<file path="src/rtl/jpegls_ctx_pkg.sv">
`default_nettype none

package jpegls_ctx_pkg;

	// image geometry, kept small so a full sweep simulates quickly
	localparam int PIXEL_BITS = 8;
	localparam int IMG_COLS   = 6;
	localparam int IMG_ROWS   = 3;
	localparam int IMG_PLANES = 2;

	typedef logic [PIXEL_BITS-1:0] pixel_t;

	// position counters, 3 bits covers every constant above
	typedef logic [2:0] col_idx_t;
	typedef logic [2:0] row_idx_t;
	typedef logic [2:0] plane_idx_t;

	// one-hot line memory select
	// bit 0 is memory one, bit 1 is memory two, zero means no read
	typedef logic [1:0] bank_sel_t;

	// read request to both line memories
	typedef struct packed {
		bank_sel_t cur_bank;
		col_idx_t  cur_col;
		bank_sel_t prev_bank;
		col_idx_t  prev_col;
	} mem_read_t;

	// position flags of one pixel step, rows counted within the plane
	typedef struct packed {
		logic first_col;
		logic last_col;
		logic first_row;
		logic second_row;
		logic last_of_row;
		logic last_of_sweep;
	} step_tag_t;

	// x is the current pixel, a left, b above, c above-left, d above-right
	typedef struct packed {
		pixel_t x;
		pixel_t a;
		pixel_t b;
		pixel_t c;
		pixel_t d;
	} context_t;

	typedef enum logic [1:0] {
		SCAN_IDLE,
		SCAN_PRIME,
		SCAN_STREAM
	} scan_state_t;

endpackage

`default_nettype wire

</file>
<file path="src/rtl/scan_sequencer.sv">
`timescale 1ns/1ps
`default_nettype none

module scan_sequencer
	import jpegls_ctx_pkg::*;
(
	input  logic      clk,
	input  logic      reset,
	input  logic      start,
	output mem_read_t mem_rd,
	output logic      prime,
	output logic      shift,
	output step_tag_t tag
);

	scan_state_t state;
	col_idx_t    col;
	row_idx_t    row;
	plane_idx_t  plane;
	// global row parity, selects which memory holds the current row
	logic        parity;

	logic      last_col;
	logic      last_row;
	logic      last_plane;
	bank_sel_t cur_sel;
	bank_sel_t prev_sel;

	assign last_col   = (col == col_idx_t'(IMG_COLS - 1));
	assign last_row   = (row == row_idx_t'(IMG_ROWS - 1));
	assign last_plane = (plane == plane_idx_t'(IMG_PLANES - 1));

	// even rows live in memory one, odd rows in memory two
	assign cur_sel  = parity ? 2'b10 : 2'b01;
	// previous row sits in the other memory
	assign prev_sel = parity ? 2'b01 : 2'b10;

	// position flags for the step being read this cycle
	always_comb begin
		tag.first_col     = (col == '0);
		tag.last_col      = last_col;
		tag.first_row     = (row == '0);
		tag.second_row    = (row == row_idx_t'(1));
		tag.last_of_row   = last_col;
		tag.last_of_sweep = last_col & last_row & last_plane;
	end

	// read strobes and window strobes
	always_comb begin
		mem_rd          = '0;
		mem_rd.cur_col  = col;
		mem_rd.prev_col = col;
		prime           = 1'b0;
		shift           = 1'b0;
		case (state)
			SCAN_PRIME: begin
				// fetch column 0 of the row above into d
				prime = 1'b1;
				// row 0 has nothing above, the cycle is still spent
				if (row != '0) begin
					mem_rd.prev_bank = prev_sel;
				end
			end
			SCAN_STREAM: begin
				shift           = 1'b1;
				mem_rd.cur_bank = cur_sel;
				// above-right pixel runs one column ahead
				mem_rd.prev_col = col + col_idx_t'(1);
				if (row != '0 && !last_col) begin
					mem_rd.prev_bank = prev_sel;
				end
			end
			default: begin
			end
		endcase
	end

	always_ff @(posedge clk) begin
		if (reset) begin
			state  <= SCAN_IDLE;
			col    <= '0;
			row    <= '0;
			plane  <= '0;
			parity <= 1'b0;
		end else begin
			case (state)
				SCAN_IDLE: begin
					if (start) begin
						state  <= SCAN_PRIME;
						col    <= '0;
						row    <= '0;
						plane  <= '0;
						parity <= 1'b0;
					end
				end
				SCAN_PRIME: begin
					state <= SCAN_STREAM;
				end
				SCAN_STREAM: begin
					if (!last_col) begin
						col <= col + col_idx_t'(1);
					end else begin
						// row done, next row goes to the other memory
						col    <= '0;
						parity <= ~parity;
						state  <= SCAN_PRIME;
						if (!last_row) begin
							row <= row + row_idx_t'(1);
						end else begin
							row <= '0;
							if (last_plane) begin
								// end of sweep, wait for the next start
								state <= SCAN_IDLE;
								plane <= '0;
							end else begin
								plane <= plane + plane_idx_t'(1);
							end
						end
					end
				end
				default: begin
					state <= SCAN_IDLE;
				end
			endcase
		end
	end

endmodule

`default_nettype wire

</file>
<file path="src/rtl/neighbor_window.sv">
`timescale 1ns/1ps
`default_nettype none

module neighbor_window
	import jpegls_ctx_pkg::*;
(
	input  logic      clk,
	input  logic      reset,
	input  logic      prime,
	input  logic      shift,
	input  step_tag_t tag_in,
	input  pixel_t    pixel_in,
	input  pixel_t    prev_pixel_in,
	output context_t  window,
	output pixel_t    row_start,
	output logic      valid,
	output step_tag_t tag_out
);

	// strobes and tag delayed to line up with the memory data
	logic      pend_prime;
	logic      pend_shift;
	step_tag_t pend_tag;
	// column-0 above pixel of the current row
	pixel_t    saved_start;

	always_ff @(posedge clk) begin
		if (reset) begin
			pend_prime <= 1'b0;
			pend_shift <= 1'b0;
			valid      <= 1'b0;
		end else begin
			pend_prime <= prime;
			pend_shift <= shift;
			valid      <= pend_shift;
		end
	end

	always_ff @(posedge clk) begin
		pend_tag <= tag_in;
		// prime return seeds d with column 0 of the row above
		if (pend_prime) begin
			window.d <= prev_pixel_in;
		end
		if (pend_shift) begin
			window.x <= pixel_in;
			window.a <= window.x;
			window.b <= window.d;
			window.c <= window.b;
			window.d <= prev_pixel_in;
			tag_out  <= pend_tag;
			// new b at column 0 is kept for c two rows on
			if (pend_tag.first_col) begin
				saved_start <= window.d;
				row_start   <= saved_start;
			end
		end
	end

endmodule

`default_nettype wire

</file>
<file path="src/rtl/context_emitter.sv">
`timescale 1ns/1ps
`default_nettype none

module context_emitter
	import jpegls_ctx_pkg::*;
(
	input  logic      clk,
	input  logic      reset,
	input  context_t  window,
	input  pixel_t    row_start,
	input  logic      valid,
	input  step_tag_t tag,
	output context_t  ctx,
	output logic      start_enc,
	output logic      eol,
	output logic      eof
);

	context_t fixed;

	// JPEG-LS edge substitutions on the raw window
	always_comb begin
		fixed = window;
		// nothing above row 0 of a plane
		if (tag.first_row) begin
			fixed.b = '0;
			fixed.c = '0;
			fixed.d = '0;
		end
		if (tag.first_col) begin
			// left neighbour falls back to the pixel above
			fixed.a = fixed.b;
			// above-left becomes column 0 from two rows up, zero in row 1
			if (!tag.first_row) begin
				fixed.c = tag.second_row ? '0 : row_start;
			end
		end
		// no pixel right of the last column
		if (tag.last_col) begin
			fixed.d = fixed.b;
		end
	end

	always_ff @(posedge clk) begin
		if (reset) begin
			start_enc <= 1'b0;
			eol       <= 1'b0;
			eof       <= 1'b0;
		end else begin
			start_enc <= valid;
			eol       <= valid & tag.last_of_row;
			eof       <= valid & tag.last_of_sweep;
		end
	end

	// context is held between pulses
	always_ff @(posedge clk) begin
		if (valid) begin
			ctx <= fixed;
		end
	end

endmodule

`default_nettype wire

</file>
<file path="src/rtl/jpegls_context_fetch.sv">
`timescale 1ns/1ps
`default_nettype none

module jpegls_context_fetch
	import jpegls_ctx_pkg::*;
(
	input  logic      clk,
	input  logic      reset,
	input  logic      start,
	input  pixel_t    pixel_in,
	input  pixel_t    prev_pixel_in,
	output mem_read_t mem_rd,
	output context_t  ctx,
	output logic      start_enc,
	output logic      eol,
	output logic      eof
);

	logic      prime;
	logic      shift;
	step_tag_t seq_tag;
	context_t  raw_window;
	pixel_t    row_start;
	logic      win_valid;
	step_tag_t win_tag;

	// counters, state and memory strobes
	scan_sequencer u_sequencer (
		.clk    (clk),
		.reset  (reset),
		.start  (start),
		.mem_rd (mem_rd),
		.prime  (prime),
		.shift  (shift),
		.tag    (seq_tag)
	);

	// returned pixels into the x, a, b, c, d registers
	neighbor_window u_window (
		.clk           (clk),
		.reset         (reset),
		.prime         (prime),
		.shift         (shift),
		.tag_in        (seq_tag),
		.pixel_in      (pixel_in),
		.prev_pixel_in (prev_pixel_in),
		.window        (raw_window),
		.row_start     (row_start),
		.valid         (win_valid),
		.tag_out       (win_tag)
	);

	// edge rules and output register
	context_emitter u_emitter (
		.clk       (clk),
		.reset     (reset),
		.window    (raw_window),
		.row_start (row_start),
		.valid     (win_valid),
		.tag       (win_tag),
		.ctx       (ctx),
		.start_enc (start_enc),
		.eol       (eol),
		.eof       (eof)
	);

endmodule

`default_nettype wire

</file>
<file path="config.mk">
export PLATFORM = sky130hd
export DESIGN_NAME = jpegls_context_fetch
export DESIGN_NICKNAME = d
export VERILOG_FILES = /design/src/rtl/jpegls_ctx_pkg.sv /design/src/rtl/scan_sequencer.sv /design/src/rtl/neighbor_window.sv /design/src/rtl/context_emitter.sv /design/src/rtl/jpegls_context_fetch.sv
export SDC_FILE = /design/constraint.sdc
export NUM_CORES = 1
export LEC_CHECK = 0
export ABC_AREA = 1
export BUFFER_PORTS_ARGS = -buffer_cell sky130_fd_sc_hd__buf_2
export CAP_MARGIN = 20
export CORE_UTILIZATION = 40
export CTS_CLUSTER_DIAMETER = 150
export DETAILED_ROUTE_END_ITERATION = 10
export GPL_TIMING_DRIVEN = 0
export PLACE_DENSITY = 0.66
export SLEW_MARGIN = 20
export SYNTH_ARGS = -nofsm -noshare
export SYNTH_HDL_FRONTEND = slang
export SYNTH_HIERARCHICAL = 1
export SYNTH_SLANG_ARGS = --single-unit
</file>
<file path="constraint.sdc">
create_clock -name clk -period 2.45 [get_ports clk]
set_input_delay 0.49 -clock clk [delete_from_list [all_inputs] [get_ports clk]]
set_output_delay 0.49 -clock clk [all_outputs]
set_load 0.03 [all_outputs]
</file>
==> impl_metrics.py, run 1 <==
metrics = {
    "outcome": {
        "status": "complete, no violations",
    },
    "worst_setup_path": {
        "worst-setup-path-type": "flop to output pin",
        "cp-start-kind": "flop",
        "worstPathRequired_ps": 1960,
        "cp_max_fo": 10,
        "endpoint_kind": "output pin",
        "crit_arrival_ps": 1770,
    },
    "die": {
        "fp-row-count": 39,
        "die_x_um": 110.1,
        "initial_core_util_pct": 40.91,
        "ios": 72,
        "die_area_um2": 12110,
        "die_h_um": 110.1,
        "core-area_um2": 11420,
    },
    "power": {
        "combPwrFrac_pct": 19.9,
        "powerDensity_nw_per_um2": 1120,
        "totalPowerFinal_uw": 6490,
        "irDropWorstVdd_mv": 0.6471,
        "p_clk_share_pct": 35.3,
        "internal-power_uw": 4500,
        "power_frac_seq_pct": 44.9,
        "p_sw_uw": 1990,
        "p_sw_share_pct": 30.66,
        "power.static_leakage_uw": 0.002340,
    },
    "clock_tree": {
        "ctsResizeCount": 0,
        "htree_levels": 4,
        "hold_buffers": 0,
        "cts.clk_slew.worst_paths_ps": 60,
        "post_cts_buffers": 0,
        "clock_path_buffers": 2,
        "insertion_delay_ps": 410,
        "root_buffer": "clkbuf_16",
        "numCtsBuffers": 17,
        "clock_sinks": 126,
        "cts_tree": "built",
    },
    "placement": {
        "port_buffers": 71,
        "dp_cells": 571,
        "gp_congestion": 0.7781,
        "place_hpwl_um": 5639,
        "placed_cell_area_um2": 5248,
    },
    "sta": {
        "fin_crit_ps": 2259,
        "rsz0062_at_grt": "no",
        "setup_violations": 0,
        "tightest_slew_ps": 687.0,
        "skew_ps": 12.43,
        "max_slew_margin_pct": 54.15,
        "fin_setup_tns_ps": 0,
        "final_hold_viol_count": 0,
        "fmax_mhz": 442.7,
        "finalMaxSlewViolations": 0,
        "period_share_pct": 92.19,
    },
    "detailed_routing": {
        "initialDrtViolationCount": 180,
        "drt_wl_total_um": 8414,
        "route.detailed.drc": 0,
        "ant_nets": 0,
        "first_pass_iters": 4,
        "wl_per_cell_um": 13.98,
        "avgViaCountPerCell": 4.661,
        "vias": 2806,
    },
    "finish": {
        "layout_common_cells": "edfxtp_1, buf_2, nand2_1, inv_1, nor2_1",
        "area_growth_pct": 24.03,
        "fin_util_pct": 50.73,
        "fillerInstances": 1004,
        "nets": 473,
        "fin_area_um2": 5793,
        "multi_input_area_um2": 904.6,
        "layout.cells.non_filler": 602,
        "drive_gt1_share_pct": 28.54,
        "n_antenna_cell": 0,
        "final_common_cell": "edfxtp_1",
        "ff_latch_area_um2": 3546,
    },
    "logic_synthesis": {
        "syn_avg_cell_area_um2": 13.16,
        "synth_cells": 355,
        "synth_top_cell_by_area": "edfxtp_1",
        "ys_ff_latch": 126,
        "ys_top_cells_by_area": "edfxtp_1, dfxtp_1, nand2_1",
        "yosysTopAreaCellShare_pct": 65.58,
        "yosys.cell_types.count": 26,
        "synth_area_um2": 4671,
        "seq_area_frac_synth_pct": 75.86,
        "yosys_warnings": 6,
        "synthesis.nets": 381,
    },
    "global_route": {
        "grt-ovfl-total": 0,
        "grt_pass1_vias": 2676,
        "antenna_found_initial": 0,
        "grt_usage_pct": 15.10,
        "grt_first_pass_wirelength_um": 13050,
        "grt_start_max_net_pins": 34,
    },
    "min_path": {
        "hp-class": "primary input to flop",
    },
    "job": {
        "drv_cap": 0,
    },
}
[kinds of logic (layout without fill, tap and decap cells)]
kind of cell	after synthesis	in the layout	synth area share, %
AOI/OAI and AO/OA	31	31	3.563
xor gates and xnor gates	3	3	0.5627
adders and majority gates	7	7	1.875
buffers and inverters	49	153	4.768
DFF	126	126	75.86
and+or+nand+nor	139	139	13.37
[power by group through the flow]
stage               registers (uW)  logic, uW  clock network, uW
global route                  2950       1460               2420
finish                        2910       1290               2290
detailed placement            2960       1300                  0
floorplan                     3080        798                  0
CTS                           2920       1300               2330
global placement              3010       1180                  0
[critical path, stage by stage (launching register included)]
cell and delay [ps]:
dfxtp_1 380, inv_1 80, ha_1 280, buf_6 180, inv_2 90, nand2_1 50
o21ai_0 80, buf_2 220
[cell usage after synthesis (all sizes together)]
master,instances
a211oi,1
a21oi,13
buf,8
clkinv,1
dfxtp,24
edfxtp,102
ha,7
inv,40
nand2,76
nand3,18
nor2,41
nor3,2
nor4,2
o21ai,16
o22ai,1
xnor2,1
xor2,2
[routing by layer]
metal | GRT usage (%) | up-vias | wire (um)
met1 | 18.35 | 1333 | 3630
met2 | 24.33 | 79 | 4201
met4 | 7.238 | 0 | 101
met5 | 0 | - | 0
li1 | - | 1384 | -
met3 | 4.879 | 10 | 480
[cell type report]
cell class	instances	share of cell area, %
multi-input cells	180	15.62
inverters	41	2.657
well taps	143	3.089
plain buffers	8	1.188
clock inverters	14	2.073
clock buffers	17	7.343
repair buffers	73	6.825
flip-flops and latches	126	61.21
[metrics by stage]
| step | worst slack, ps | hold WS [ps] |
|---|---|---|
| final | 191.3 | 250.7 |
| after CTS | 158.6 | 234.7 |
| after detailed placement | 600.1 | 392.1 |
| after global placement | -195.0 | 389.1 |
| after floorplan | -65.57 | 385.5 |
| after global routing | 10.33 | 237.8 |
[sequential cells by signal (all words and copies together) (netlist names)]
signal,count
u_emitter/ctx,40
u_emitter/start_enc,1
u_window/pend_shift,1
u_sequencer/row,3
u_window/saved_start,8
u_sequencer/parity,1
u_window/pend_prime,1
u_window/row_start,8
u_window/pend_tag,6
u_emitter/eol,1
u_window/window,40
u_emitter/eof,1
u_sequencer/state,2
u_sequencer/plane,3
u_window/valid,1
u_window/tag_out,6
u_sequencer/col,3
[final timing paths]
path,startpoint,to,slack [ps],cells after the start
max reg2reg,u_window/pend_shift$_SDFF_PP0_,u_window/saved_start[4]$_DFFE_PP_,720,3
min,pixel_in[3],u_window/window[35]$_DFFE_PP_,250,1
max,u_sequencer/state[0]$_SDFFE_PP0P_,mem_rd[2],190,7
min reg2reg,u_window/pend_tag[2]$_DFF_P_,u_window/tag_out[2]$_DFFE_PP_,400,0
Power figures use the tool's default switching activity.
==> run 2, diff against run 1 <==
SYNTH_HIERARCHICAL = default   (was 1)
==> run 2 against run 1 <==
Critical path depth did not move. Clock skew fell by 4.6 ps. Register-to-register slack got worse by 60 ps. Die area fell by 2.7%. Synthesized cell count fell by 4.8%. Largest power group unchanged.
==> impl_metrics.py, run 2 <==
metrics = {
    "sta": {
        "skew_ps": 7.846,
        "tightest_slew_ps": 661.2,
        "fmax_mhz": 423.6,
        "whs_ps": 265.1,
        "period_share_pct": 96.35,
        "fin_crit_ps": 2361,
        "max_slew_margin_pct": 55.87,
        "finalMaxSlewViolations": 0,
        "final_hold_viol_count": 0,
        "setup_violations": 0,
    },
    "finish": {
        "drive_gt1_share_pct": 27.83,
        "n_antenna_cell": 0,
        "nets": 456,
        "final_common_cell": "edfxtp_1",
        "area_growth_pct": 26.56,
        "fin_util_pct": 52.55,
        "reg_top3": "u_emitter.ctx (40), u_window.window (40)",
        "layout_common_cells": "edfxtp_1, buf_2, nand2_1, inv_1, nor2_1",
        "fillerInstances": 943,
    },
    "worst_setup_path": {
        "crit_arrival_ps": 1870,
        "slowest_delay_ps": 340,
        "worstPathRequired_ps": 1960,
        "cp.depth": 7,
        "slowest_stage": "dfxtp_1",
        "rr_worst_depth": 3,
        "r2r_end": "u_window.row_start[4]$_DFFE_PP_",
        "path_cells": "inv_1 > ha_2 > inv_2 > a21oi_2 > nor2_1 > nor3b_1 > buf_4",
        "crit_family": "buffers and inverters",
        "worst-setup-path-type": "flop to output pin",
        "endpoint": "mem_rd[3]",
        "endpoint_kind": "output pin",
        "reg2reg_from": "u_window.pend_shift$_SDFF_PP0_",
        "cp_max_fo": 6,
        "reg2reg_slack_ps": 660,
        "worstSetupStartpoint": "u_sequencer.state[0]$_SDFFE_PP0P_",
        "cp-start-kind": "flop",
        "path_buf_inv": 3,
    },
    "global_route": {
        "grt-ovfl-total": 0,
        "grt_start_max_net_pins": 30,
        "grt_usage_pct": 16.22,
        "grt_pass1_vias": 2815,
        "grt_first_pass_wirelength_um": 14030,
        "antenna_found_initial": 0,
    },
    "detailed_routing": {
        "vias": 2789,
        "ant_nets": 0,
        "initialDrtViolationCount": 129,
        "first_pass_iters": 5,
        "avgViaCountPerCell": 4.792,
        "drt_wl_total_um": 8718,
        "wl_per_cell_um": 14.98,
        "route.detailed.drc": 0,
    },
    "min_path": {
        "hp-class": "primary input to flop",
    },
    "die": {
        "fp-row-count": 38,
        "die_area_um2": 11780,
        "initial_core_util_pct": 41.52,
        "die_h_um": 108.5,
        "core-area_um2": 10940,
        "die_x_um": 108.5,
        "ios": 72,
    },
    "logic_synthesis": {
        "synthTopCellsByCount": "edfxtp_1, nand2_1, inv_1",
        "yosysMostFrequentCell": "edfxtp_1",
        "synthesis.nets": 364,
        "seq_area_frac_synth_pct": 76.94,
        "synth_cells": 338,
        "synth_flop_cell": "edfxtp_1",
        "yosysTopAreaCellShare_pct": 66.80,
        "synth_area_um2": 4541,
        "yosys_warnings": 0,
        "synth_top_cell_by_area": "edfxtp_1",
        "ys_ff_latch": 124,
        "yosys.cell_types.count": 25,
        "async_reset_ff_share_pct": 0,
        "syn_avg_cell_area_um2": 13.43,
        "ys_top_cells_by_area": "edfxtp_1, dfxtp_1, nand2_1",
        "synth_edf_count": 101,
    },
    "power": {
        "power_frac_seq_pct": 43.3,
        "powerDensity_nw_per_um2": 1137,
        "irDropWorstVdd_mv": 0.5375,
        "p_sw_share_pct": 28.34,
        "p_sw_uw": 1851,
        "power.static_leakage_uw": 0.002275,
        "p_clk_share_pct": 39.6,
        "internal-power_uw": 4681,
        "combPwrFrac_pct": 17.1,
    },
    "placement": {
        "place_hpwl_um": 5721,
        "port_buffers": 71,
        "gp_congestion": 0.8220,
    },
    "clock_tree": {
        "htree_levels": 4,
        "root_buffer": "clkbuf_16",
        "numCtsBuffers": 17,
        "cts_tree": "built",
        "post_cts_buffers": 0,
        "cts.clk_slew.worst_paths_ps": 50,
        "insertion_delay_ps": 400,
        "clock_sinks": 124,
        "hold_buffers": 0,
        "clock_path_buffers": 2,
    },
    "outcome": {
        "status": "complete, no violations",
    },
    "job": {
        "drv_cap": 0,
    },
}
==> run 2: cell types whose count changed after synthesis, sizes merged, moves of 6 or more <==
cell,change
nand4,+8
buf,-6
a21oi,+6
nand2,-20
o21ai,+6
clkbuf,+7
nor2,-14
==> run 2: metrics by stage <==
step	cells	TNS [ps]	power [uW]	setup slack [ps]	area (um^2)
floorplan	338	0	3615	90.13	4541
global placement	549	-1431	3902	-89.80	5071
detailed placement	551	0	3976	486.4	5121
CTS	582	0	6560	25.60	5739
global route	582	-50.38	6803	-50.38	5747
finish	582	0	6532	89.32	5747
==> run 2: timing repair <==
item / 4_1_cts / 5_1_grt
endpoints found under the setup margin: 0 / 2
gates resized for setup: 0 / 3
hold endpoints to repair: 0 / 0
==> run 2: how the worst min path moves through the flow <==
stage / start / end / slack [ps] / cells past startpoint
6_report: prev_pixel_in[0] / u_window.window[0]$_DFFE_PP_ / 270 / 1
4_1_cts: prev_pixel_in[0] / u_window.window[0]$_DFFE_PP_ / 250 / 1
3_3_place_gp: u_window.pend_tag[4]$_DFF_P_ / u_window.tag_out[1]$_DFFE_PP_ / 390 / 0
5_1_grt: prev_pixel_in[0] / u_window.window[0]$_DFFE_PP_ / 250 / 1
3_5_place_dp: u_window.pend_tag[0]$_DFF_P_ / u_window.tag_out[0]$_DFFE_PP_ / 390 / 0
2_1_floorplan: u_window.pend_tag[0]$_DFF_P_ / u_window.tag_out[0]$_DFFE_PP_ / 390 / 0
==> run 2: cell type report <==
class / count / area [um^2] / share of cell area [%]
Buffer: 9 / 42.54 / 0.7403
Sequential cell: 124 / 3496 / 60.83
Clock inverter: 14 / 192.7 / 3.353
Inverter: 36 / 135.1 / 2.351
Clock buffer: 17 / 425.4 / 7.403
Multi-Input combinational cell: 169 / 872.1 / 15.18
Tap cell: 140 / 175.2 / 3.048
Timing Repair Buffer: 73 / 407.9 / 7.098
==> run 2: cells by family (layout without fill, tap and decap cells) <==
family,after synthesis,after routing,synth area share (%)
flops,124,124,76.94
simple gates,119,119,12.23
buf+inv,45,149,3.913
compound gates,41,41,4.602
fa+ha+maj,7,7,1.929
xor+xnor,2,2,0.3859
==> run 2: metal layers <==
layer	GRT usage (%)	part of all wire (%)
met5	0	0
met3	3.918	4.6
met1	19.78	43
met4	6.757	1.3
met2	27.49	51
==> run 2: power by group through the flow <==
| stage | registers (uW) | logic, uW | clock network (uW) |
|---|---|---|---|
| after floorplan | 2960 | 653 | 0 |
| after global placement | 2900 | 1000 | 0 |
| after detailed placement | 2870 | 1110 | 0 |
| after CTS | 2830 | 1120 | 2620 |
| after global routing | 2860 | 1250 | 2700 |
| final | 2830 | 1120 | 2590 |
==> run 2: worst register-to-register path: cells and delay by family (launching register included) <==
kind	cells	cell delay (ps)
buf+inv	2	720
flops	1	610
simple gates	1	80
==> run 3, diff against run 2 <==
CTS_CLUSTER_DIAMETER = 40   (was 150)
GPL_TIMING_DRIVEN = 1   (was 0)
REMOVE_ABC_BUFFERS = 1   (was default)
==> run 3 against run 2 <==
Worst setup slack better by 85 ps. Hold slack worse by 0.58 ps. Die area unchanged. Clock power about the same. Critical path depth down 1. Sequential power about the same. Critical endpoint unchanged. Highest routed layer unchanged.
==> impl_metrics.py, run 3 (synthesized netlist as in run 2, its figures left out) <==
metrics = {
    "worst_setup_path": {
        "cp-start-kind": "flop",
        "r2r_end": "u_window.saved_start[0]$_DFFE_PP_",
        "worst-setup-path-type": "flop to output pin",
        "cp_max_fo": 4,
        "reg2reg_slack_ps": 910,
        "worstPathRequired_ps": 1960,
        "endpoint_kind": "output pin",
        "crit_arrival_ps": 1790,
        "reg2reg_from": "u_window.pend_shift$_SDFF_PP0_",
        "rr_worst_depth": 2,
    },
    "clock_tree": {
        "hold_buffers": 0,
        "numCtsBuffers": 17,
        "htree_levels": 4,
        "insertion_delay_ps": 400,
        "ctsResizeCount": 0,
        "cts.clk_slew.worst_paths_ps": 60,
        "cts_tree": "built",
        "post_cts_buffers": 0,
        "clock_path_buffers": 2,
        "root_buffer": "clkbuf_16",
        "clock_sinks": 124,
    },
    "detailed_routing": {
        "route.detailed.drc": 0,
        "vias": 2766,
        "avgViaCountPerCell": 4.794,
        "initialDrtViolationCount": 134,
        "wl_per_cell_um": 14.15,
        "first_pass_iters": 4,
        "drt_wl_total_um": 8167,
        "ant_nets": 0,
    },
    "sta": {
        "fin_crit_ps": 2276,
        "skew_ps": 9.800,
        "final_hold_viol_count": 0,
        "fmax_mhz": 439.4,
        "fin_setup_tns_ps": 0,
        "max_slew_margin_pct": 57.27,
        "finalMaxSlewViolations": 0,
        "tightest_slew_ps": 640.3,
        "setup_violations": 0,
        "fin_ws_ps": 174.1,
        "rsz0062_at_grt": "no",
        "period_share_pct": 92.89,
    },
    "finish": {
        "drive_gt1_share_pct": 28.38,
        "fin_util_pct": 51.97,
        "nets": 450,
        "multi_input_area_um2": 869.6,
        "ff_latch_area_um2": 3496,
        "fin_area_um2": 5683,
        "final_common_cell": "edfxtp_1",
        "layout.cells.non_filler": 577,
        "fillerInstances": 921,
        "reg_top3": "u_emitter.ctx (40), u_window.window (40)",
        "n_antenna_cell": 0,
        "layout_common_cells": "edfxtp_1, buf_2, nand2_1, inv_1, nor2_1",
        "area_growth_pct": 25.16,
    },
    "placement": {
        "place_hpwl_um": 5200,
        "port_buffers": 71,
        "placed_cell_area_um2": 5069,
        "gp_congestion": 0.7820,
        "post-place-ws_ps": 588.8,
        "dp_cells": 545,
    },
    "job": {
        "drv_cap": 0,
    },
    "min_path": {
        "min_from": "pixel_in[7]",
        "holdPathStages": 1,
        "hold_path_end": "u_window.window[39]$_DFFE_PP_",
        "hp-class": "primary input to flop",
    },
    "global_route": {
        "grt_start_max_net_pins": 33,
        "grt-ovfl-total": 0,
        "antenna_found_initial": 0,
        "grt_usage_pct": 15.07,
        "grt_pass1_vias": 2644,
        "grt_first_pass_wirelength_um": 12940,
    },
    "die": {
        "initial_core_util_pct": 41.52,
        "core-area_um2": 10940,
        "ios": 72,
        "die_area_um2": 11780,
        "die_x_um": 108.5,
        "die_h_um": 108.5,
        "fp-row-count": 38,
    },
    "power": {
        "powerDensity_nw_per_um2": 1133,
        "power.static_leakage_uw": 0.002257,
        "irDropWorstVdd_mv": 0.6598,
    },
    "outcome": {
        "status": "complete, no violations",
    },
}
run 3: changes by cell type in the layout (fill, tap and decap cells not counted), sizes merged:
| cell | change |
|---|---|
| bufinv | -1 |
| buf | +1 |
| inv | +2 |
| clkinvlp | +1 |
| clkinv | -2 |
| clkbuf | -6 |
run 3: how the worst max path moves through the flow:
stage,start,to,slack (ps)
final,u_sequencer.col[1]$_SDFFE_PP0P_,mem_rd[3],170
after global routing,u_sequencer.col[1]$_SDFFE_PP0P_,mem_rd[3],10
after CTS,u_sequencer.col[1]$_SDFFE_PP0P_,mem_rd[3],150
after floorplan,u_sequencer.state[0]$_SDFFE_PP0P_,mem_rd[3],50
after global placement,u_sequencer.col[1]$_SDFFE_PP0P_,mem_rd[3],670
after detailed placement,u_sequencer.col[1]$_SDFFE_PP0P_,mem_rd[3],590
run 3: layout make-up:
class,instances,area share (%)
clock buffers,18,7.552
clock inverters,14,3.258
inverters,36,2.378
multi-input cells,169,15.30
flip-flops and latches,124,61.51
well taps,140,3.082
repair buffers,76,6.913
run 3: power by group:
group	leakage, uW	total (uW)	switching (uW)	internal [uW]
combinational	0.000857	1060	756	301
clock	0.000290	2570	942	1620
sequential	0.00111	2820	168	2650
run 3: per-stage QoR:
stage / power (uW) / hold slack (ps)
3_3_place_gp: 3893 / 388.3
5_1_grt: 6729 / 246.7
2_1_floorplan: 3591 / 385.5
3_5_place_dp: 3934 / 388.7
6_report: 6440 / 264.5
4_1_cts: 6499 / 249.7
run 3: critical path, cell delays in order, from the launching register on:
cell and delay, ps:
dfxtp_1 380, inv_1 90, ha_1 230, a21oi_2 220, nor2_1 80, nor3b_1 160, buf_2 220
run 3: routing by layer:
layer	up-vias	wire (um)	track usage (%)
li1	1353	-	-
met1	1324	3569	18.12
met2	85	4126	25.09
met3	4	413	5.124
met4	0	57	5.502
met5	-	0	0
